===== config.mk =====
export PLATFORM = sky130hd
export DESIGN_NAME = fetch_stage
export DESIGN_NICKNAME = d
export VERILOG_FILES = /design/src/cpu_pkg.sv /design/src/fetch_stage.sv
export SDC_FILE = /design/constraint.sdc
export NUM_CORES = 2
export LEC_CHECK = 0
export ABC_AREA = 1
export BUFFER_PORTS_ARGS = -buffer_cell sky130_fd_sc_hd__clkbuf_2
export CAP_MARGIN = 30
export CELL_PAD_IN_SITES_DETAIL_PLACEMENT = 1
export CELL_PAD_IN_SITES_GLOBAL_PLACEMENT = 1
export CORE_AREA = 2 2 505 407
export CTS_BUF_LIST = sky130_fd_sc_hd__clkbuf_4 sky130_fd_sc_hd__clkbuf_8
export DETAILED_ROUTE_END_ITERATION = 16
export DIE_AREA = 0 0 507 409
export HOLD_SLACK_MARGIN = 0.15
export PLACE_DENSITY_LB_ADDON = 0.1
export SYNTH_ARGS = -nofsm -noshare
export SYNTH_HDL_FRONTEND = slang
export SYNTH_SLANG_ARGS = --single-unit

===== constraint.sdc =====
create_clock -name clk -period 12.3 [get_ports clk]
set_clock_uncertainty 0.1 [all_clocks]
set_input_delay 1.23 -clock clk [delete_from_list [all_inputs] [get_ports clk]]
set_output_delay 1.23 -clock clk [all_outputs]
set_load 0.02 [all_outputs]

===== src/cpu_pkg.sv =====
// shared types and sizes for the rv32i subset core; memories are word indexed, 64 words each
package cpu_pkg;

  localparam int xlen = 32;  // data and address width
  localparam int reg_idx_w = 5;  // 32 architectural registers
  localparam int imem_depth = 64;  // instruction words
  localparam int dmem_depth = 64;  // data words
  localparam int imem_addr_w = 6;  // program-load address width, log2 of imem_depth

  localparam logic [reg_idx_w-1:0] halt_reg = 5'd17;  // a7 holds the ecall code
  localparam logic [xlen-1:0] halt_code = 32'd10;  // exit code
  localparam logic [xlen-1:0] reset_pc = 32'd0;

  // major opcodes, inst[6:0]
  typedef enum logic [6:0] {
    opc_op     = 7'b0110011,  // add sub and or xor slt
    opc_op_imm = 7'b0010011,  // addi only
    opc_load   = 7'b0000011,  // lw
    opc_store  = 7'b0100011,  // sw
    opc_branch = 7'b1100011,  // beq bne
    opc_jal    = 7'b1101111,
    opc_system = 7'b1110011   // ecall
  } opcode_e;

  // zero must stay add, a bubble decodes to it
  typedef enum logic [2:0] {
    alu_add = 3'd0,
    alu_sub = 3'd1,
    alu_and = 3'd2,
    alu_or  = 3'd3,
    alu_xor = 3'd4,
    alu_slt = 3'd5   // signed compare
  } alu_op_e;

  typedef struct packed {
    logic    reg_write;
    logic    mem_read;
    logic    mem_write;
    logic    mem_to_reg;  // load data goes to rd
    logic    alu_src;  // imm as second operand
    logic    branch;  // beq or bne, sense in funct3[0]
    logic    jump;  // jal
    logic    ecall;
    alu_op_e alu_op;
  } ctrl_t;

  typedef struct packed {
    logic            valid;
    logic [xlen-1:0] pc;
    logic [xlen-1:0] inst;
  } if_id_t;

  typedef struct packed {
    ctrl_t                ctrl;
    logic [xlen-1:0]      pc;
    logic [xlen-1:0]      rs1_data;
    logic [xlen-1:0]      rs2_data;
    logic [xlen-1:0]      imm;
    logic [reg_idx_w-1:0] rs1;  // halt_reg for ecall
    logic [reg_idx_w-1:0] rs2;
    logic [reg_idx_w-1:0] rd;
    logic [2:0]           funct3;
  } id_ex_t;

  typedef struct packed {
    logic                 reg_write;
    logic                 mem_read;
    logic                 mem_write;
    logic                 mem_to_reg;
    logic                 halt;  // the halting ecall
    logic [reg_idx_w-1:0] rd;
    logic [xlen-1:0]      alu_out;  // also the data address, or pc+4 for jal
    logic [xlen-1:0]      store_data;
  } ex_mem_t;

  // mem/wb register, already past the writeback select
  typedef struct packed {
    logic                 reg_write;
    logic                 halt;
    logic [reg_idx_w-1:0] rd;
    logic [xlen-1:0]      data;
  } wb_t;

endpackage


===== src/fetch_stage.sv =====
// fetch with always-not-taken; imem is not reset and must be loaded through prog_* before use
`timescale 1ns/1ns

module fetch_stage (
  input  logic                               clk,
  input  logic                               reset,
  input  logic                               prog_we,
  input  logic [cpu_pkg::imem_addr_w-1:0]    prog_addr,
  input  logic [cpu_pkg::xlen-1:0]           prog_data,
  input  logic                               stall,
  input  logic                               redirect,
  input  logic [cpu_pkg::xlen-1:0]           redirect_pc,
  input  logic                               halt_seen,
  output cpu_pkg::if_id_t                    if_id
);

  logic [cpu_pkg::xlen-1:0] pc;
  logic [cpu_pkg::xlen-1:0] imem [cpu_pkg::imem_depth];
  logic [cpu_pkg::xlen-1:0] inst;

  always_ff @(posedge clk) begin
    if (prog_we) begin
      imem[prog_addr] <= prog_data;  // loads also while in reset
    end
  end

  assign inst = imem[pc[cpu_pkg::imem_addr_w+1:2]];  // word index, async read

  always_ff @(posedge clk) begin
    if (reset) begin
      pc <= cpu_pkg::reset_pc;
    end else if (halt_seen) begin
      pc <= pc;  // frozen for good once ecall halts
    end else if (redirect) begin
      pc <= redirect_pc;  // taken branch or jal from execute
    end else if (!stall) begin
      pc <= pc + 32'd4;
    end
  end

  always_ff @(posedge clk) begin
    if (reset || redirect || halt_seen) begin
      if_id.valid <= 1'b0;  // flush slot, payload left stale
    end else if (!stall) begin
      if_id <= '{valid: 1'b1, pc: pc, inst: inst};
    end
  end

endmodule


==> flow_summary.ini <==
[synthesis]
ys_ff_latch = 2145
synth_adder_area_share = 0.000138
synthSimpleGateAreaFrac = 0.204
ys_seq_area_frac = 0.707
synthXorXnorAreaFrac = 0
yosys_warnings = 0
avgSynthCellArea_sq_um = 10.5
synthMuxAreaShare = 0
synth_nets = 8677
synth_area_sq_um = 90600
synth_top_family_by_area = simple AND/OR/NAND/NOR gates
synth_cell_type_count = 34
synth_compound_area_frac = 0.0245
synth_cells = 8600

[job]
drv_cap = 0

[worst_hold_path]
worstHoldPathType = input port to register
worstHoldStart = redirect_pc[1]

[global_route]
grt_max_degree = 152
antenna_found_initial = 12
track_usage = 0.289
grt_overflow = 0
grt_pass1_vias = 64885
grt_pass1_wl_um = 441000

[critical_path]
critPathMaxFanout = 80
worstPathCellList = buf_4, buf_4, buf_4, buf_4, nand2_1, nand3_1, nand2_1, nand2_1, nand2_1, inv_1, nand2_1, nand2_1, nand2_1, inv_1, nand2_1
critical_path_class = register to register
critPathMaxStageDelay_ns = 0.88
cp_data_required_time_ns = 12.99
arrival_ns = 6.47
worst_path_most_repeated_cell = nand2_1
r2r_start = pc[2]
end_kind = register
cp-start-kind = register
cp-startpoint = pc[2]
crit_path_top_delay_cell = buf_4

[detailed_routing]
routedWlPerCell_um = 25.6
dr.pass1.iters = 6
vias = 63933
wl_um = 301000
drc = 0
routed_via_density = 5.42
first_iter_violations = 6523
ant_nets = 0

[timing]
rsz0062_at_grt = no
worst_slack_ns = 6.52
setup-tns-final_ns = 0
worst_pin_slew_ns = 1.09
finalSetupViolCount = 0
drv_slew = 0
hold_viol_final = 0
fin_crit_ns = 5.78
fmax_ghz = 0.173
period_share = 0.470
slew_headroom = 0.273

[place]
place_ws_ns = 6.64
dp_hpwl_um = 158000
place.gp.congestion = 0.797
placed_area_sq_um = 94500
io_buffers = 140

[pwr]
p_switching_mw = 3.90
p_leak_nw = 40.4
power_mw = 15.6
p_seq_frac = 0.523
vdd_drop_max_mv = 0.102
p_int_mw = 11.7
switching_share = 0.251
p_per_area_nw_per_um2 = 154
p_clk_frac = 0.396
combinationalPowerShare = 0.081

[finish]
drive_above_1_share = 0.104
fin_nets = 8907
post-route-cell-area_sq_um = 101000
n_fill_cell = 21908
areaGrowthSynthToFinish_pct = 11.8

[clock_network]
h-tree-depth = 5
insertion_delay_ns = 1.08
cts_buffers = 364
cts_tree = yes
cts.root.buffer_cell = clkbuf_8
post-cts-setup-buffers = 0
postCtsHoldBufs = 0
ctsResizeCount = 0
cts_max_path_buffers = 4
clkSinkCount = 2145
clk_pin_slew_ns = 0.06

[die]
ioPinCount = 141
num_rows = 148
dieArea_sq_um = 207000
die_w_um = 507
coreArea_sq_um = 202000
start_util = 0.448
die_h_um = 409

[run_status]
status = completed
stage by stage:
step | util | instances | hold WS, ns
6_report | 0.501 | 11786 | 0.321
2_1_floorplan | - | 8600 | 0.303
3_3_place_gp | 0.467 | 11157 | 0.320
5_1_grt | 0.501 | 11782 | 0.289
4_1_cts | 0.501 | 11776 | 0.250
3_5_place_dp | 0.467 | 11161 | 0.322
power by group through the flow:
stage                     sequential, mW  combinational [mW]  clock, mW
after global placement              8.28                1.22          0
after detailed placement            8.29                1.25          0
after global routing                8.13                1.38       6.56
after CTS                           8.13                1.25       6.26
final                               8.13                1.26       6.16
after floorplan                     8.27               0.712          0
critical path: cells and delay by family, from the launching register on:
kind,cells,cell delay [ns]
flops,1,0.77
simple gates,9,0.70
buf+inv,6,3.62
routing by layer:
metal	routed length [um]	track usage	vias to the layer above	share of wire
met2	140000	0.461	2178	0.46
li1	-	-	28695	-
met5	0	0	-	0
met4	7530	0.0774	0	0.025
met1	135000	0.416	32618	0.45
met3	19300	0.0379	442	0.064
cell families (layout without fill, tap and decap cells):
group	after synthesis	in the layout
other	0	7
buffers and inverters	1461	1940
AOI/OAI and AO/OA	429	429
adders and majority gates	1	1
DFF	2145	2145
and+or+nand+nor	4564	4564
Yosys cell counts:
master,n,area share
edfxtp_1,2112,0.70
or2_2,13,0.00090
nand2_1,2811,0.12
nor2_4,1,0.00012
buf_6,3,0.00037
clkbuf_1,167,0.0069
dfxtp_1,33,0.0073
o21bai_1,2,0.00017
a22oi_1,1,0.000083
and2_1,1,0.000069
buf_2,165,0.0091
buf_1,69,0.0029
o21ai_0,304,0.017
o311a_1,1,0.00011
nand3_1,947,0.052
o21ai_1,9,0.00050
a211oi_1,6,0.00050
a221oi_1,1,0.000097
nand2_2,1,0.000069
a31oi_1,2,0.00014
nand4_1,13,0.00090
inv_1,1011,0.042
and3_1,6,0.00041
nor2_1,755,0.031
nor4_1,8,0.00055
inv_2,2,0.000083
clkinv_1,2,0.000083
nor2_2,5,0.00035
a21o_1,1,0.000083
o211ai_1,14,0.0012
a21oi_1,88,0.0049
nor3_1,3,0.00017
ha_1,1,0.00014
buf_4,42,0.0035
final cells by class:
cell class	count	area, sq um	share of cell area
Sequential cell	2145	64100	0.633
Antenna cell	7	17.5	0.000173
Clock inverter	117	597	0.00589
Tap cell	2700	3380	0.0334
Clock buffer	498	6100	0.0603
Timing Repair Buffer	310	2090	0.0207
Inverter	1015	3840	0.0379
Multi-Input combinational cell	4994	21200	0.209
final timing paths:
path                                   to  slack [ns]  depth (start not counted)
worst max-delay path            if_id[28]        6.52                         15
worst min register to register  if_id[32]        0.34                          0
worst min-delay path                pc[1]        0.32                          3
worst max register to register  if_id[28]        6.52                         15
state kept, by name (all words and copies together), names as in the netlist:
name / count
pc: 32
imem: 2048
if_id: 65
cell usage in the layout, fill, tap and decap left out, types with 6 or more instances in the layout:
| cell | count |
|---|---|
| o21ai_0 | 304 |
| o211ai_1 | 14 |
| clkinv_1 | 83 |
| diode_2 | 7 |
| nand3_1 | 947 |
| a211oi_1 | 6 |
| clkbuf_8 | 378 |
| clkbuf_2 | 139 |
| and3_1 | 6 |
| nor2_4 | 60 |
| buf_4 | 159 |
| nor2_1 | 697 |
| dfxtp_1 | 29 |
| clkinv_2 | 26 |
| o21ai_1 | 9 |
| edfxtp_1 | 2112 |
| inv_1 | 1006 |
| or2_2 | 13 |
| clkbuf_4 | 120 |
| a21oi_1 | 88 |
| nand4_1 | 13 |
| nand2_1 | 2811 |
| nor4_2 | 8 |
Power figures use the tool's default switching activity.
