[config.mk]
export PLATFORM = sky130hd
export DESIGN_NAME = execute_stage
export DESIGN_NICKNAME = d
export VERILOG_FILES = /design/src/cpu_pkg.sv /design/src/execute_stage.sv
export SDC_FILE = /design/constraint.sdc
export NUM_CORES = 1
export LEC_CHECK = 0
export BUFFER_PORTS_ARGS = -buffer_cell sky130_fd_sc_hd__buf_4
export CAP_MARGIN = 20
export CORE_MARGIN = 4
export CORE_UTILIZATION = 40
export DETAILED_ROUTE_END_ITERATION = 7
export HOLD_SLACK_MARGIN = 0.08
export PLACE_DENSITY = 0.72
export SLEW_MARGIN = 25
export SYNTH_ARGS = -nofsm -noshare
export SYNTH_HDL_FRONTEND = slang
export SYNTH_SLANG_ARGS = --single-unit
[constraint.sdc]
create_clock -name clk -period 4.45 [get_ports clk]
set_input_delay 0.445 -clock clk [delete_from_list [all_inputs] [get_ports clk]]
set_output_delay 0.445 -clock clk [all_outputs]
set_load 0.02 [all_outputs]
[src/cpu_pkg.sv]
// shared types and sizes for the rv32i subset core; memories are word indexed, 64 words each
package cpu_pkg;

  localparam int xlen = 32;  // data and address width
  localparam int reg_idx_w = 5;  // 32 architectural registers
  localparam int imem_depth = 64;  // instruction words
  localparam int dmem_depth = 64;  // data words
  localparam int imem_addr_w = 6;  // program-load address width, log2 of imem_depth

  localparam logic [reg_idx_w-1:0] halt_reg = 5'd17;  // a7 holds the ecall code
  localparam logic [xlen-1:0] halt_code = 32'd10;  // exit code
  localparam logic [xlen-1:0] reset_pc = 32'd0;

  // major opcodes, inst[6:0]
  typedef enum logic [6:0] {
    opc_op     = 7'b0110011,  // add sub and or xor slt
    opc_op_imm = 7'b0010011,  // addi only
    opc_load   = 7'b0000011,  // lw
    opc_store  = 7'b0100011,  // sw
    opc_branch = 7'b1100011,  // beq bne
    opc_jal    = 7'b1101111,
    opc_system = 7'b1110011   // ecall
  } opcode_e;

  // zero must stay add, a bubble decodes to it
  typedef enum logic [2:0] {
    alu_add = 3'd0,
    alu_sub = 3'd1,
    alu_and = 3'd2,
    alu_or  = 3'd3,
    alu_xor = 3'd4,
    alu_slt = 3'd5   // signed compare
  } alu_op_e;

  typedef struct packed {
    logic    reg_write;
    logic    mem_read;
    logic    mem_write;
    logic    mem_to_reg;  // load data goes to rd
    logic    alu_src;  // imm as second operand
    logic    branch;  // beq or bne, sense in funct3[0]
    logic    jump;  // jal
    logic    ecall;
    alu_op_e alu_op;
  } ctrl_t;

  typedef struct packed {
    logic            valid;
    logic [xlen-1:0] pc;
    logic [xlen-1:0] inst;
  } if_id_t;

  typedef struct packed {
    ctrl_t                ctrl;
    logic [xlen-1:0]      pc;
    logic [xlen-1:0]      rs1_data;
    logic [xlen-1:0]      rs2_data;
    logic [xlen-1:0]      imm;
    logic [reg_idx_w-1:0] rs1;  // halt_reg for ecall
    logic [reg_idx_w-1:0] rs2;
    logic [reg_idx_w-1:0] rd;
    logic [2:0]           funct3;
  } id_ex_t;

  typedef struct packed {
    logic                 reg_write;
    logic                 mem_read;
    logic                 mem_write;
    logic                 mem_to_reg;
    logic                 halt;  // the halting ecall
    logic [reg_idx_w-1:0] rd;
    logic [xlen-1:0]      alu_out;  // also the data address, or pc+4 for jal
    logic [xlen-1:0]      store_data;
  } ex_mem_t;

  // mem/wb register, already past the writeback select
  typedef struct packed {
    logic                 reg_write;
    logic                 halt;
    logic [reg_idx_w-1:0] rd;
    logic [xlen-1:0]      data;
  } wb_t;

endpackage

[src/execute_stage.sv]
// execute with forwarding; branches, jal and the halting ecall resolve here and flush two slots
`timescale 1ns/1ns

module execute_stage (
  input  logic                        clk,
  input  logic                        reset,
  input  cpu_pkg::id_ex_t             id_ex,
  input  cpu_pkg::wb_t                wb,
  output logic                        redirect,
  output logic [cpu_pkg::xlen-1:0]    redirect_pc,
  output logic                        halt_seen,
  output cpu_pkg::ex_mem_t            ex_mem
);

  logic [cpu_pkg::xlen-1:0] fwd_a;
  logic [cpu_pkg::xlen-1:0] fwd_b;
  logic [cpu_pkg::xlen-1:0] alu_b;
  logic [cpu_pkg::xlen-1:0] alu_y;
  logic taken;
  logic halt_now;
  logic halt_q;

  // newest writer wins, x0 never forwarded
  function automatic logic [cpu_pkg::xlen-1:0] forward(
    input logic [cpu_pkg::reg_idx_w-1:0] idx,
    input logic [cpu_pkg::xlen-1:0]      rf_val,
    input cpu_pkg::ex_mem_t              em,
    input cpu_pkg::wb_t                  w
  );
    if (idx != '0 && em.reg_write && em.rd == idx) begin
      return em.alu_out;  // never a load, the stall keeps it away
    end else if (idx != '0 && w.reg_write && w.rd == idx) begin
      return w.data;
    end
    return rf_val;
  endfunction

  assign fwd_a = forward(id_ex.rs1, id_ex.rs1_data, ex_mem, wb);
  assign fwd_b = forward(id_ex.rs2, id_ex.rs2_data, ex_mem, wb);
  assign alu_b = id_ex.ctrl.alu_src ? id_ex.imm : fwd_b;

  always_comb begin
    case (id_ex.ctrl.alu_op)
      cpu_pkg::alu_sub: alu_y = fwd_a - alu_b;
      cpu_pkg::alu_and: alu_y = fwd_a & alu_b;
      cpu_pkg::alu_or:  alu_y = fwd_a | alu_b;
      cpu_pkg::alu_xor: alu_y = fwd_a ^ alu_b;
      cpu_pkg::alu_slt: alu_y = {31'd0, $signed(fwd_a) < $signed(alu_b)};
      default:          alu_y = fwd_a + alu_b;
    endcase
  end

  // funct3[0] picks bne over beq
  assign taken = id_ex.ctrl.branch && ((fwd_a == fwd_b) ^ id_ex.funct3[0]);
  assign halt_now = id_ex.ctrl.ecall && fwd_a == cpu_pkg::halt_code;
  assign redirect = id_ex.ctrl.jump || taken || halt_now;
  assign redirect_pc = id_ex.pc + id_ex.imm;  // ecall imm is 0

  always_ff @(posedge clk) begin
    if (reset) begin
      halt_q <= 1'b0;
    end else if (halt_now) begin
      halt_q <= 1'b1;  // sticky until reset
    end
  end

  assign halt_seen = halt_now || halt_q;

  always_ff @(posedge clk) begin
    ex_mem.rd <= id_ex.rd;
    ex_mem.alu_out <= id_ex.ctrl.jump ? id_ex.pc + 32'd4 : alu_y;  // jal links pc+4
    ex_mem.store_data <= fwd_b;
    if (reset) begin
      ex_mem.reg_write <= 1'b0;
      ex_mem.mem_read <= 1'b0;
      ex_mem.mem_write <= 1'b0;
      ex_mem.mem_to_reg <= 1'b0;
      ex_mem.halt <= 1'b0;
    end else begin
      ex_mem.reg_write <= id_ex.ctrl.reg_write;
      ex_mem.mem_read <= id_ex.ctrl.mem_read;
      ex_mem.mem_write <= id_ex.ctrl.mem_write;
      ex_mem.mem_to_reg <= id_ex.ctrl.mem_to_reg;
      ex_mem.halt <= halt_now;
    end
  end

endmodule

==> summary by stage <==
Cells and area
The growth of design area from synthesis to finish is 50.0%. Across the whole layout, storage elements account for 0.00150 mm². In the final layout, the multi-input gates occupy 0.0101 mm². The fraction of layout cells with a size suffix above 1 is 36.3%. After the last flow step, the layout net total stands at 2648. The number of inserted filler cells in the final layout is 2801. The final standard cell utilization of the core is 61.1%.

The non-filler instance count after layout is 2716.

Clocking
The clock-pin slew reported for the worst setup and hold paths after clock tree synthesis is 0.08 ns. The number of buffers added by the clock tree synthesis step is 9. The later pin in the worst-skew pair is clocked with a latency of 0.39 ns. The root buffer cell is sky130_fd_sc_hd__clkbuf_16.

The count of H-tree levels built during CTS is 3. CTS saw 75 sinks. TritonCTS built the clock tree.

The number of hold-repair buffers added at the cts stage is 0. The clock passes through at most 2 buffers.

Timing
The least setup slack across all paths after layout is -0.0768 ns. Headroom to the max-slew limit came out at 41.5%. The hold violation total from the final report came to 0. Static timing analysis puts the maximum clock frequency at 0.221 GHz. Setup repair after global routing could not meet its margin everywhere. The post-route clock skew is 0.0112 ns. For the pin with the worst max-slew slack, the measured transition is 0.877 ns.

The max-slew violation count is 0. Setup violations remaining at the end of the flow were counted as 10. The minimum period implied by the final worst setup slack is 4.53 ns.

The final critical-path share of the clock period is 102%. The final sum of negative setup slack is -0.334 ns.

Global route
Entering global routing, the biggest net connects 69 pins. The via count of the first global-routing pass is 15700. Across every metal layer, demand over resource in global routing totals 37.6%. The total grt overflow is 0.

The global routing usage on met2 is 61.6%. The met3 track demand over resource is 8.13%. The initial antenna violation count is 0.

The first global-routing pass estimated 95400 µm of wire. The most crowded layer after global routing is met2. The met1 layer usage reported by global route is 46.1%.

Logic synthesis
In the synthesized netlist the async set-or-reset flop fraction comes to 0%. The most used flip-flop cell after synthesis is sky130_fd_sc_hd__dfxtp_1. The most area-hungry cell type in the Yosys netlist is sky130_fd_sc_hd__ha_1.

The synthesized netlist net count is 2065. The synthesized netlist devotes 33.2% of its cell area to compound gates. The share of the synthesized area in the top cell type is 13.2%.

In the synthesized netlist, the number of instances is 1736. After synthesis, the largest family of logic cells by area is compound AO/OA/AOI/OAI gates. The average cell area after synthesis is 6.99 µm². Counting instances in the post-synthesis netlist gives the leading cell types as sky130_fd_sc_hd__nand2_1, sky130_fd_sc_hd__o21ai_0, sky130_fd_sc_hd__inv_1. By instance count, the leading cell after synthesis is sky130_fd_sc_hd__nand2_1. During synthesis, Yosys emitted a total of 0 warnings. Summing the areas of all fa, ha and maj instances in the mapped netlist gives 13.7% of the synthesized area. The unique cell type count in the Yosys netlist is 86. Summing every instance area after synthesis gives 0.0121 mm². The register bit count reported by yosys is 75. The synthesized design contains 0 enable-type register cells. The xor/xnor cell area share of the yosys netlist is 9.02%. The share of synthesized cell area in and, or, nand and nor gates is 22.2%. The multiplexer share of the synthesized area is 1.24%. By area the synthesized netlist is led by sky130_fd_sc_hd__ha_1, sky130_fd_sc_hd__dfxtp_1, sky130_fd_sc_hd__xnor2_1, sky130_fd_sc_hd__o21ai_0, sky130_fd_sc_hd__nand2_1. The proportion of synthesized chip area in sequential cells is 12.4%.

Detailed routing
Dividing the detail-routed via count by the number of cells gives 6.04. The average detailed-routed wire length per instance is 24.5 µm. The number of design-rule violations left by the first detailed-router iteration is 1862.

Before antenna repair, the detailed router went through 7 iterations. Once detail routing completed, the nets flagged for antenna violations numbered 0. The number of DRC violations after detailed routing is 0. The aggregate routed wire length is 66600 µm. The routed layout has 16400 vias.

Die
The overall die width is 182 µm. The core footprint is 0.0298 mm². The effective utilization at floorplan is 40.7%. The area of the die is 0.0332 mm². Row generation in the floorplan step produced 63 rows. The floorplan step set the die height to 182 µm. The I/O pin count is 306.

Placed design
The HPWL reported at the end of detailed placement is 54400 µm. The quantity of I/O buffers inserted on ports is 302. Once placement completed, the tool counted placed cells totaling 2689. At the placement stage, the worst setup path has a slack of -0.729 ns. The global placement routability congestion is 1.05.

Critical path
The maximum net fanout on the critical path is 6. The launch instance of the worst register-to-register path is ex_mem[65]. The worst setup path startpoint is id_ex[10]. The data required time at the worst endpoint is 4.68 ns.

STA classifies the critical path startpoint as a primary input. The kind of end point of the critical path is a flop. The critical path in this run is classified as primary input to flop. Data on the critical path arrives at its endpoint at 4.76 ns.

Min path
The worst hold path belongs to the class primary input to flop. The launch point of the worst hold path is id_ex[5].

Outcome
The run finished, with violations left. The final reports fail on negative setup slack.

Power
In this run the power density over the cells is 252 mW/mm². Summed over all cells, the static leakage comes to 0.00834 µW. The worst vdd rail ir drop is 0.199 mV. The power consumption is 4580 µW.

Run
Across the run, the number of max-cap violations was 0.
state kept, by name, summed over array words and instances, names as in the netlist:
name,cells
ex_mem,74
halt_q,1
metrics by stage:
step | cell area, µm² | hold WS, ns
floorplan | 12200 | 0.473
CTS | 17800 | 0.152
global route | 18200 | 0.162
global placement | 17400 | 0.525
finish | 18200 | 0.166
detailed placement | 17400 | 0.551
layout make-up:
class | count | area share (%)
diodes | 2 | 0.0275
repair buffers | 685 | 28.9
clock buffers | 10 | 1.26
inverters | 136 | 2.80
multi-input cells | 1412 | 55.7
well taps | 390 | 2.68
flip-flops and latches | 75 | 8.25
clock inverters | 6 | 0.357
kinds of logic after synthesis:
kind of cell	count (synthesis)
simple gates	557
fa+ha+maj	131
flops	75
compound gates	584
xor+xnor	125
buf+inv	249
mux	15
report_power, final:
group	total [µW]	switching (µW)	leakage, µW	internal, µW
sequential	836	95.5	0.000632	741
clock	846	408	0.000143	438
combinational	2900	1600	0.00757	1300
total	4580	2100	0.00834	2480
metal layers:
metal	part of all wire (%)	vias up
met5	0	-
met4	6.2	0
met3	9.9	207
met2	46	1063
met1	38	7698
li1	-	7444
path summary, 6_finish.rpt:
| path | to | slack [ns] | cells past startpoint |
|---|---|---|---|
| worst max-delay path | ex_mem[32] | -0.08 | 19 |
| worst min-delay path | ex_mem[66] | 0.17 | 1 |
| worst max register to register | ex_mem[61] | 0.06 | 18 |
| worst min register to register | halt_q | 0.60 | 2 |
layout by cell type, fill, tap and decap left out, drive strengths merged, types with 15 or more instances in the layout:
cell,count
buf,684
nand2,189
o21ai,167
inv,137
ha,128
nor2,122
a21oi,119
xnor2,85
dfxtp,75
nor4,73
nor3,54
xor2,40
a22oi,35
a31o,32
a2bb2oi,28
a21o,27
nand3,27
o21bai,22
nor2b,20
o21a,17
and3,17
a211oi,17
o211ai,16
mux2i,15
o22ai,15
a31oi,15
repair_timing:
action,CTS,global route
setup endpoints to repair,21,25
pin swaps,8,48
gates cloned,0,2
setup buffers,0,8
resized for setup,36,69
critical path, stage by stage:
cell	delay, ns
sky130_fd_sc_hd__buf_4	0.13
sky130_fd_sc_hd__or4_4	0.57
sky130_fd_sc_hd__o211ai_4	0.36
sky130_fd_sc_hd__or2_4	0.28
sky130_fd_sc_hd__buf_4	0.14
sky130_fd_sc_hd__nand2_1	0.04
sky130_fd_sc_hd__a31o_2	0.24
sky130_fd_sc_hd__o21ai_2	0.15
sky130_fd_sc_hd__ha_2	0.35
sky130_fd_sc_hd__inv_1	0.09
sky130_fd_sc_hd__a21oi_1	0.11
sky130_fd_sc_hd__o211ai_1	0.32
sky130_fd_sc_hd__a31oi_2	0.19
sky130_fd_sc_hd__o2111ai_2	0.27
sky130_fd_sc_hd__o221ai_4	0.23
sky130_fd_sc_hd__o21ai_2	0.23
sky130_fd_sc_hd__a211oi_2	0.10
sky130_fd_sc_hd__nor3_2	0.31
sky130_fd_sc_hd__o221ai_2	0.17
(Power assumes the default switching activity.)
