[src/cpu_pkg.sv]
// shared types and sizes for the rv32i subset core; memories are word indexed, 64 words each
package cpu_pkg;

  localparam int xlen = 32;  // data and address width
  localparam int reg_idx_w = 5;  // 32 architectural registers
  localparam int imem_depth = 64;  // instruction words
  localparam int dmem_depth = 64;  // data words
  localparam int imem_addr_w = 6;  // program-load address width, log2 of imem_depth

  localparam logic [reg_idx_w-1:0] halt_reg = 5'd17;  // a7 holds the ecall code
  localparam logic [xlen-1:0] halt_code = 32'd10;  // exit code
  localparam logic [xlen-1:0] reset_pc = 32'd0;

  // major opcodes, inst[6:0]
  typedef enum logic [6:0] {
    opc_op     = 7'b0110011,  // add sub and or xor slt
    opc_op_imm = 7'b0010011,  // addi only
    opc_load   = 7'b0000011,  // lw
    opc_store  = 7'b0100011,  // sw
    opc_branch = 7'b1100011,  // beq bne
    opc_jal    = 7'b1101111,
    opc_system = 7'b1110011   // ecall
  } opcode_e;

  // zero must stay add, a bubble decodes to it
  typedef enum logic [2:0] {
    alu_add = 3'd0,
    alu_sub = 3'd1,
    alu_and = 3'd2,
    alu_or  = 3'd3,
    alu_xor = 3'd4,
    alu_slt = 3'd5   // signed compare
  } alu_op_e;

  typedef struct packed {
    logic    reg_write;
    logic    mem_read;
    logic    mem_write;
    logic    mem_to_reg;  // load data goes to rd
    logic    alu_src;  // imm as second operand
    logic    branch;  // beq or bne, sense in funct3[0]
    logic    jump;  // jal
    logic    ecall;
    alu_op_e alu_op;
  } ctrl_t;

  typedef struct packed {
    logic            valid;
    logic [xlen-1:0] pc;
    logic [xlen-1:0] inst;
  } if_id_t;

  typedef struct packed {
    ctrl_t                ctrl;
    logic [xlen-1:0]      pc;
    logic [xlen-1:0]      rs1_data;
    logic [xlen-1:0]      rs2_data;
    logic [xlen-1:0]      imm;
    logic [reg_idx_w-1:0] rs1;  // halt_reg for ecall
    logic [reg_idx_w-1:0] rs2;
    logic [reg_idx_w-1:0] rd;
    logic [2:0]           funct3;
  } id_ex_t;

  typedef struct packed {
    logic                 reg_write;
    logic                 mem_read;
    logic                 mem_write;
    logic                 mem_to_reg;
    logic                 halt;  // the halting ecall
    logic [reg_idx_w-1:0] rd;
    logic [xlen-1:0]      alu_out;  // also the data address, or pc+4 for jal
    logic [xlen-1:0]      store_data;
  } ex_mem_t;

  // mem/wb register, already past the writeback select
  typedef struct packed {
    logic                 reg_write;
    logic                 halt;
    logic [reg_idx_w-1:0] rd;
    logic [xlen-1:0]      data;
  } wb_t;

endpackage

[src/decode_stage.sv]
// decode, register file and load-use stall; x0 reads zero, writes from wb pass through same cycle
`timescale 1ns/1ns

module decode_stage (
  input  logic                               clk,
  input  logic                               reset,
  input  cpu_pkg::if_id_t                    if_id,
  input  logic                               redirect,
  input  cpu_pkg::wb_t                       wb,
  input  logic [cpu_pkg::reg_idx_w-1:0]      dbg_idx,
  output logic [cpu_pkg::xlen-1:0]           dbg_data,
  output logic                               stall,
  output cpu_pkg::id_ex_t                    id_ex
);

  logic [cpu_pkg::xlen-1:0] rf [2**cpu_pkg::reg_idx_w];
  cpu_pkg::opcode_e opcode;
  cpu_pkg::ctrl_t ctrl;
  logic [cpu_pkg::xlen-1:0] inst;
  logic [cpu_pkg::xlen-1:0] imm;
  logic [cpu_pkg::reg_idx_w-1:0] rs1_idx;
  logic uses_rs1;
  logic uses_rs2;
  cpu_pkg::id_ex_t id_ex_d;

  // read with write-through from the writeback bundle
  function automatic logic [cpu_pkg::xlen-1:0] rf_read(input logic [cpu_pkg::reg_idx_w-1:0] idx);
    if (idx == '0) begin
      return '0;
    end else if (wb.reg_write && wb.rd == idx) begin
      return wb.data;
    end
    return rf[idx];
  endfunction

  assign inst = if_id.inst;
  assign opcode = cpu_pkg::opcode_e'(inst[6:0]);

  always_comb begin
    ctrl = '0;  // unknown opcodes run as nop
    imm = '0;
    uses_rs1 = 1'b0;
    uses_rs2 = 1'b0;
    case (opcode)
      cpu_pkg::opc_op: begin
        ctrl.reg_write = 1'b1;
        uses_rs1 = 1'b1;
        uses_rs2 = 1'b1;
        case (inst[14:12])
          3'b000: ctrl.alu_op = inst[30] ? cpu_pkg::alu_sub : cpu_pkg::alu_add;
          3'b111: ctrl.alu_op = cpu_pkg::alu_and;
          3'b110: ctrl.alu_op = cpu_pkg::alu_or;
          3'b100: ctrl.alu_op = cpu_pkg::alu_xor;
          3'b010: ctrl.alu_op = cpu_pkg::alu_slt;
          default: ctrl.reg_write = 1'b0;  // unsupported funct3, drop
        endcase
      end
      cpu_pkg::opc_op_imm: begin
        ctrl.reg_write = 1'b1;  // addi, add by default
        ctrl.alu_src = 1'b1;
        uses_rs1 = 1'b1;
        imm = {{20{inst[31]}}, inst[31:20]};  // I
      end
      cpu_pkg::opc_load: begin
        ctrl.reg_write = 1'b1;
        ctrl.mem_read = 1'b1;
        ctrl.mem_to_reg = 1'b1;
        ctrl.alu_src = 1'b1;
        uses_rs1 = 1'b1;
        imm = {{20{inst[31]}}, inst[31:20]};
      end
      cpu_pkg::opc_store: begin
        ctrl.mem_write = 1'b1;
        ctrl.alu_src = 1'b1;
        uses_rs1 = 1'b1;
        uses_rs2 = 1'b1;  // store data
        imm = {{20{inst[31]}}, inst[31:25], inst[11:7]};  // S
      end
      cpu_pkg::opc_branch: begin
        ctrl.branch = 1'b1;
        uses_rs1 = 1'b1;
        uses_rs2 = 1'b1;
        imm = {{19{inst[31]}}, inst[31], inst[7], inst[30:25], inst[11:8], 1'b0};  // B
      end
      cpu_pkg::opc_jal: begin
        ctrl.reg_write = 1'b1;  // link
        ctrl.jump = 1'b1;
        imm = {{11{inst[31]}}, inst[31], inst[19:12], inst[20], inst[30:21], 1'b0};  // J
      end
      cpu_pkg::opc_system: begin
        ctrl.ecall = 1'b1;  // imm 0, so a halt redirects to itself
        uses_rs1 = 1'b1;
      end
      default: ;
    endcase
    if (!if_id.valid) begin
      ctrl = '0;  // flushed slot
    end
  end

  assign rs1_idx = ctrl.ecall ? cpu_pkg::halt_reg : inst[19:15];  // ecall inspects x17

  // load in ex whose rd is a live source here
  assign stall = if_id.valid && id_ex.ctrl.mem_read && id_ex.rd != '0
                 && ((uses_rs1 && id_ex.rd == rs1_idx) || (uses_rs2 && id_ex.rd == inst[24:20]));

  always_ff @(posedge clk) begin
    if (reset) begin
      for (int i = 0; i < 2**cpu_pkg::reg_idx_w; i++) begin
        rf[i] <= '0;
      end
    end else if (wb.reg_write && wb.rd != '0) begin
      rf[wb.rd] <= wb.data;
    end
  end

  always_comb begin
    id_ex_d.ctrl = ctrl;
    id_ex_d.pc = if_id.pc;
    id_ex_d.rs1_data = rf_read(rs1_idx);
    id_ex_d.rs2_data = rf_read(inst[24:20]);
    id_ex_d.imm = imm;
    id_ex_d.rs1 = rs1_idx;
    id_ex_d.rs2 = inst[24:20];
    id_ex_d.rd = inst[11:7];
    id_ex_d.funct3 = inst[14:12];
    dbg_data = rf_read(dbg_idx);  // debug port, same bypass
  end

  always_ff @(posedge clk) begin
    id_ex <= id_ex_d;
    if (reset || stall || redirect) begin
      id_ex.ctrl <= '0;  // bubble
    end
  end

endmodule

[config.mk]
export PLATFORM = sky130hd
export DESIGN_NAME = decode_stage
export DESIGN_NICKNAME = d
export VERILOG_FILES = /design/src/cpu_pkg.sv /design/src/decode_stage.sv
export SDC_FILE = /design/constraint.sdc
export NUM_CORES = 2
export LEC_CHECK = 0
export BUFFER_PORTS_ARGS = -buffer_cell sky130_fd_sc_hd__buf_2
export CAP_MARGIN = 10
export CELL_PAD_IN_SITES_DETAIL_PLACEMENT = 0
export CELL_PAD_IN_SITES_GLOBAL_PLACEMENT = 1
export CORE_MARGIN = 4
export CORE_UTILIZATION = 23
export CTS_BUF_LIST = sky130_fd_sc_hd__clkbuf_4 sky130_fd_sc_hd__clkbuf_8 sky130_fd_sc_hd__clkbuf_16
export DETAILED_ROUTE_END_ITERATION = 8
export GPL_TIMING_DRIVEN = 0
export MAX_ROUTING_LAYER = met4
export PLACE_DENSITY_LB_ADDON = 0.1
export SLEW_MARGIN = 20
export SYNTH_ARGS = -nofsm -noshare
export SYNTH_HDL_FRONTEND = slang
export SYNTH_SLANG_ARGS = --single-unit
[constraint.sdc]
create_clock -name clk -period 3.4 [get_ports clk]
set_input_delay 0.34 -clock clk [delete_from_list [all_inputs] [get_ports clk]]
set_output_delay 0.34 -clock clk [all_outputs]
set_load 0.005 [all_outputs]
==> run metrics <==
outcome finished, violations left; violated checks setup timing; HPWL Detailed around 340,000 um; Final Setup Violations 42; sequential share of the synthesized area 49.0%; peak ir drop on the vdd network 0.327 mV; Layout fillers 30,300; flip-flop and latch area 33,700 um^2; count of boundary I/O pins around 300; clock insertion delay at the later pin of the skew report 900 ps; worst min-delay path category in2reg; detailed router's first-iteration violation count 8,357; share of the cycle needed by the critical path after routing 106%; multi-input gate area in the final layout 33,300 um^2; Longest Clk Path Bufs 4; met1 routing resource usage after global routing 38.9%; met2 capacity usage during global routing roughly 44%; Post-synth EDFFs around 1,000; setup repair after global routing missed its margin true; vias in the first global route approximately 54,000; TritonCTS buffer count 164; global-route wire length before repair 587,000 um; count of unique library cells instantiated by Yosys between 70 and 80; fraction of met3 tracks used by global routing under 10%; Vias/cell 5.67; most used cells in the layout excluding fill and tap cells sky130_fd_sc_hd__edfxtp_1 (1,024), sky130_fd_sc_hd__and2_1 (1,011), sky130_fd_sc_hd__mux4_2 (633), sky130_fd_sc_hd__buf_2 (397), sky130_fd_sc_hd__mux2i_1 (221); critical path startpoint category input pin; largest net degree at the start of global routing 26; wire length per cell after detailed routing between 40 and 50 um; arrival time of data at the critical path endpoint between 4000 and 5000 ps; Overflow after GRT 0; Data required, critical path 4160 ps; placed insts 9,450; worst-case setup slack after placement -2050 ps; pwr/cell area between 500 and 600 nW/um^2; deepest level of the CTS H-tree 4; max-slew violations 0; slew at the pin closest to its max-slew limit 1300 ps; type of element capturing the critical path flop; overall global routing resource usage 30.1%; worst setup path startpoint if_id[17]; Hold Slack 47.9 ps; number of buffers added on ports 291; Worst-path clk slew around 60 ps; most common library cell in the layout ignoring fill and taps sky130_fd_sc_hd__edfxtp_1; Die Area between 300,000 and 400,000 um^2; synthesized flop and latch total 1,169; Crit Path Category in2reg; post-route DRC violation count 0; final weighted congestion in routability-driven placement 0.950; Detailed Routing Iterations Pass 1 5; post-detailed-routing wire length between 400,000 and 500,000 um; leakage component of the power 29.7 nW; synth warn 0; final net count 5,880; starting utilization of the core area 23.1%; die outline width 555 um; antenna violations before repair between 60 and 70; DIE HEIGHT 555 um; startpoint of the tightest hold check path wb[16]; synthesized area divided by synthesized cell count 13.5 um^2; CTS tree yes; max-cap violations 0; Post-synth ARST share 0%; worst rel slew slack 13.5%; Most Crowded Layer GR met2; Final Skew 87.0 ps; number of instances in the synthesized netlist 5,098; final period demand of the worst path 3620 ps; number of sinks handled by clock tree synthesis 1,169; Final Hold Violating Endpoints 0; row count 200; mapped cell area just under 70,000 um^2; non-filler instance count after layout 9,883; area grow syn2layout 23.7%; fraction of final layout cells with drive strength greater than 1 roughly a third; most instantiated flip-flop cell in the synthesis netlist sky130_fd_sc_hd__edfxtp_1; DRT antenna net count 0; Achievable Freq about 280 MHz; CP max FO 11; standard cell core area 297,000 um^2; final worst-path setup slack -216 ps; clock tree root driver cell sky130_fd_sc_hd__clkbuf_16; RR Startpoint id_ex[6]$_DFF_P_; Setup Total Neg Slack -2260 ps; total number of vias roughly 56,000
==> per-layer routing <==
metal  vias to the layer above  part of all wire (%)
met5                         -                     0
met4                         0                   6.3
met3                       883                   9.1
met2                      3739                    44
met1                     30050                    41
li1                      21334                     -
==> metrics by stage <==
step                area, um^2  util, %  total power, W
detailed placement       77600     26.1          0.0250
CTS                      84800     28.5          0.0431
floorplan                68800        -          0.0206
global placement         75200     25.3          0.0247
global route             84900     28.6          0.0439
finish                   85000     28.6          0.0431
==> layout make-up <==
cell class	instances	area share, %
buffer	574	3.59
inverter	21	0.0928
multi-input combinational	3357	39.2
clock buffer	221	5.61
antenna	46	0.135
sequential	1169	39.6
tap	3939	5.80
clock inverter	75	0.777
timing repair buffer	481	5.19
==> flip-flops by register name, summed over array words and instances, names as in the netlist <==
name and cells:
rf 1024, id_ex 145
==> power by group <==
group | internal (W) | total [W] | switching, W
clock | 0.0105 | 0.0180 | 0.00746
combinational | 0.00285 | 0.00799 | 0.00514
sequential | 0.0165 | 0.0171 | 0.000634
==> critical path, stage by stage <==
cell and delay (ps):
sky130_fd_sc_hd__buf_2 380, sky130_fd_sc_hd__buf_2 600, sky130_fd_sc_hd__buf_4 530, sky130_fd_sc_hd__buf_4 410, sky130_fd_sc_hd__buf_4 410, sky130_fd_sc_hd__a221oi_1 140, sky130_fd_sc_hd__o2bb2ai_1 200, sky130_fd_sc_hd__o21ai_0 310
sky130_fd_sc_hd__nor4b_2 550, sky130_fd_sc_hd__a221o_1 390
==> cells by family (layout without fill, tap and decap cells) <==
logic type	Yosys count	in the layout	share of synthesized area [%]
other	1	78	0.00546
DFF	1169	1169	49.0
and+or+nand+nor	1553	1553	13.0
AOI/OAI and AO/OA	776	776	8.11
xor gates and xnor gates	22	22	0.280
buffers and inverters	603	1372	3.69
muxes	974	974	25.9
==> path summary, 6_finish.rpt <==
kind / to / cells after the start / slack (ps)
hold / removal: rf[4][16]$_SDFFCE_PN0P_ / 2 / 50
setup / recovery: id_ex[110]$_DFF_P_ / 10 / -220
setup reg to reg: id_ex[146]$_SDFF_PP0_ / 7 / 500
hold reg to reg: id_ex[156]$_SDFF_PP0_ / 2 / 700
==> cells in the mapped netlist, types with 8 or more instances <==
cell type	count	area share, %
sky130_fd_sc_hd__nor2b_1	26	0.24
sky130_fd_sc_hd__and2_1	1011	9.2
sky130_fd_sc_hd__o211ai_1	87	0.95
sky130_fd_sc_hd__a221o_1	38	0.55
sky130_fd_sc_hd__edfxtp_1	1024	45
sky130_fd_sc_hd__a221oi_1	44	0.56
sky130_fd_sc_hd__a211oi_1	70	0.76
sky130_fd_sc_hd__a31oi_1	17	0.15
sky130_fd_sc_hd__buf_1	73	0.40
sky130_fd_sc_hd__nand2b_1	21	0.19
sky130_fd_sc_hd__o22ai_1	46	0.42
sky130_fd_sc_hd__xor2_1	13	0.17
sky130_fd_sc_hd__a32o_1	15	0.22
sky130_fd_sc_hd__buf_2	120	0.87
sky130_fd_sc_hd__a21o_1	10	0.11
sky130_fd_sc_hd__o2111ai_1	15	0.19
sky130_fd_sc_hd__mux2i_1	239	3.5
sky130_fd_sc_hd__o221a_2	17	0.28
sky130_fd_sc_hd__xnor2_1	9	0.11
sky130_fd_sc_hd__mux4_2	633	21
sky130_fd_sc_hd__or2_2	34	0.31
sky130_fd_sc_hd__inv_1	16	0.087
sky130_fd_sc_hd__o21ai_1	8	0.058
sky130_fd_sc_hd__nor2_1	118	0.64
sky130_fd_sc_hd__o2bb2ai_1	19	0.24
sky130_fd_sc_hd__nand2_1	196	1.1
sky130_fd_sc_hd__nand3_1	23	0.17
sky130_fd_sc_hd__a22oi_1	49	0.54
sky130_fd_sc_hd__nor4_1	39	0.36
sky130_fd_sc_hd__dfxtp_1	145	4.2
sky130_fd_sc_hd__nor4b_1	14	0.18
sky130_fd_sc_hd__a21oi_1	140	1.0
sky130_fd_sc_hd__o221ai_1	46	0.59
sky130_fd_sc_hd__o2111a_1	14	0.23
sky130_fd_sc_hd__o21ai_0	104	0.76
sky130_fd_sc_hd__nor3_1	32	0.23
sky130_fd_sc_hd__a22o_1	18	0.23
sky130_fd_sc_hd__clkbuf_1	362	2.0
sky130_fd_sc_hd__mux2_2	101	1.7
sky130_fd_sc_hd__buf_4	21	0.23
==> repair_timing <==
item                       CTS  global route
hold endpoints to repair   141             0
buffers inserted             2             4
hold buffers                93             0
pin swaps                    5             1
gates resized for setup    246            24
setup endpoints to repair   95            32
Power figures use the tool's default switching activity.
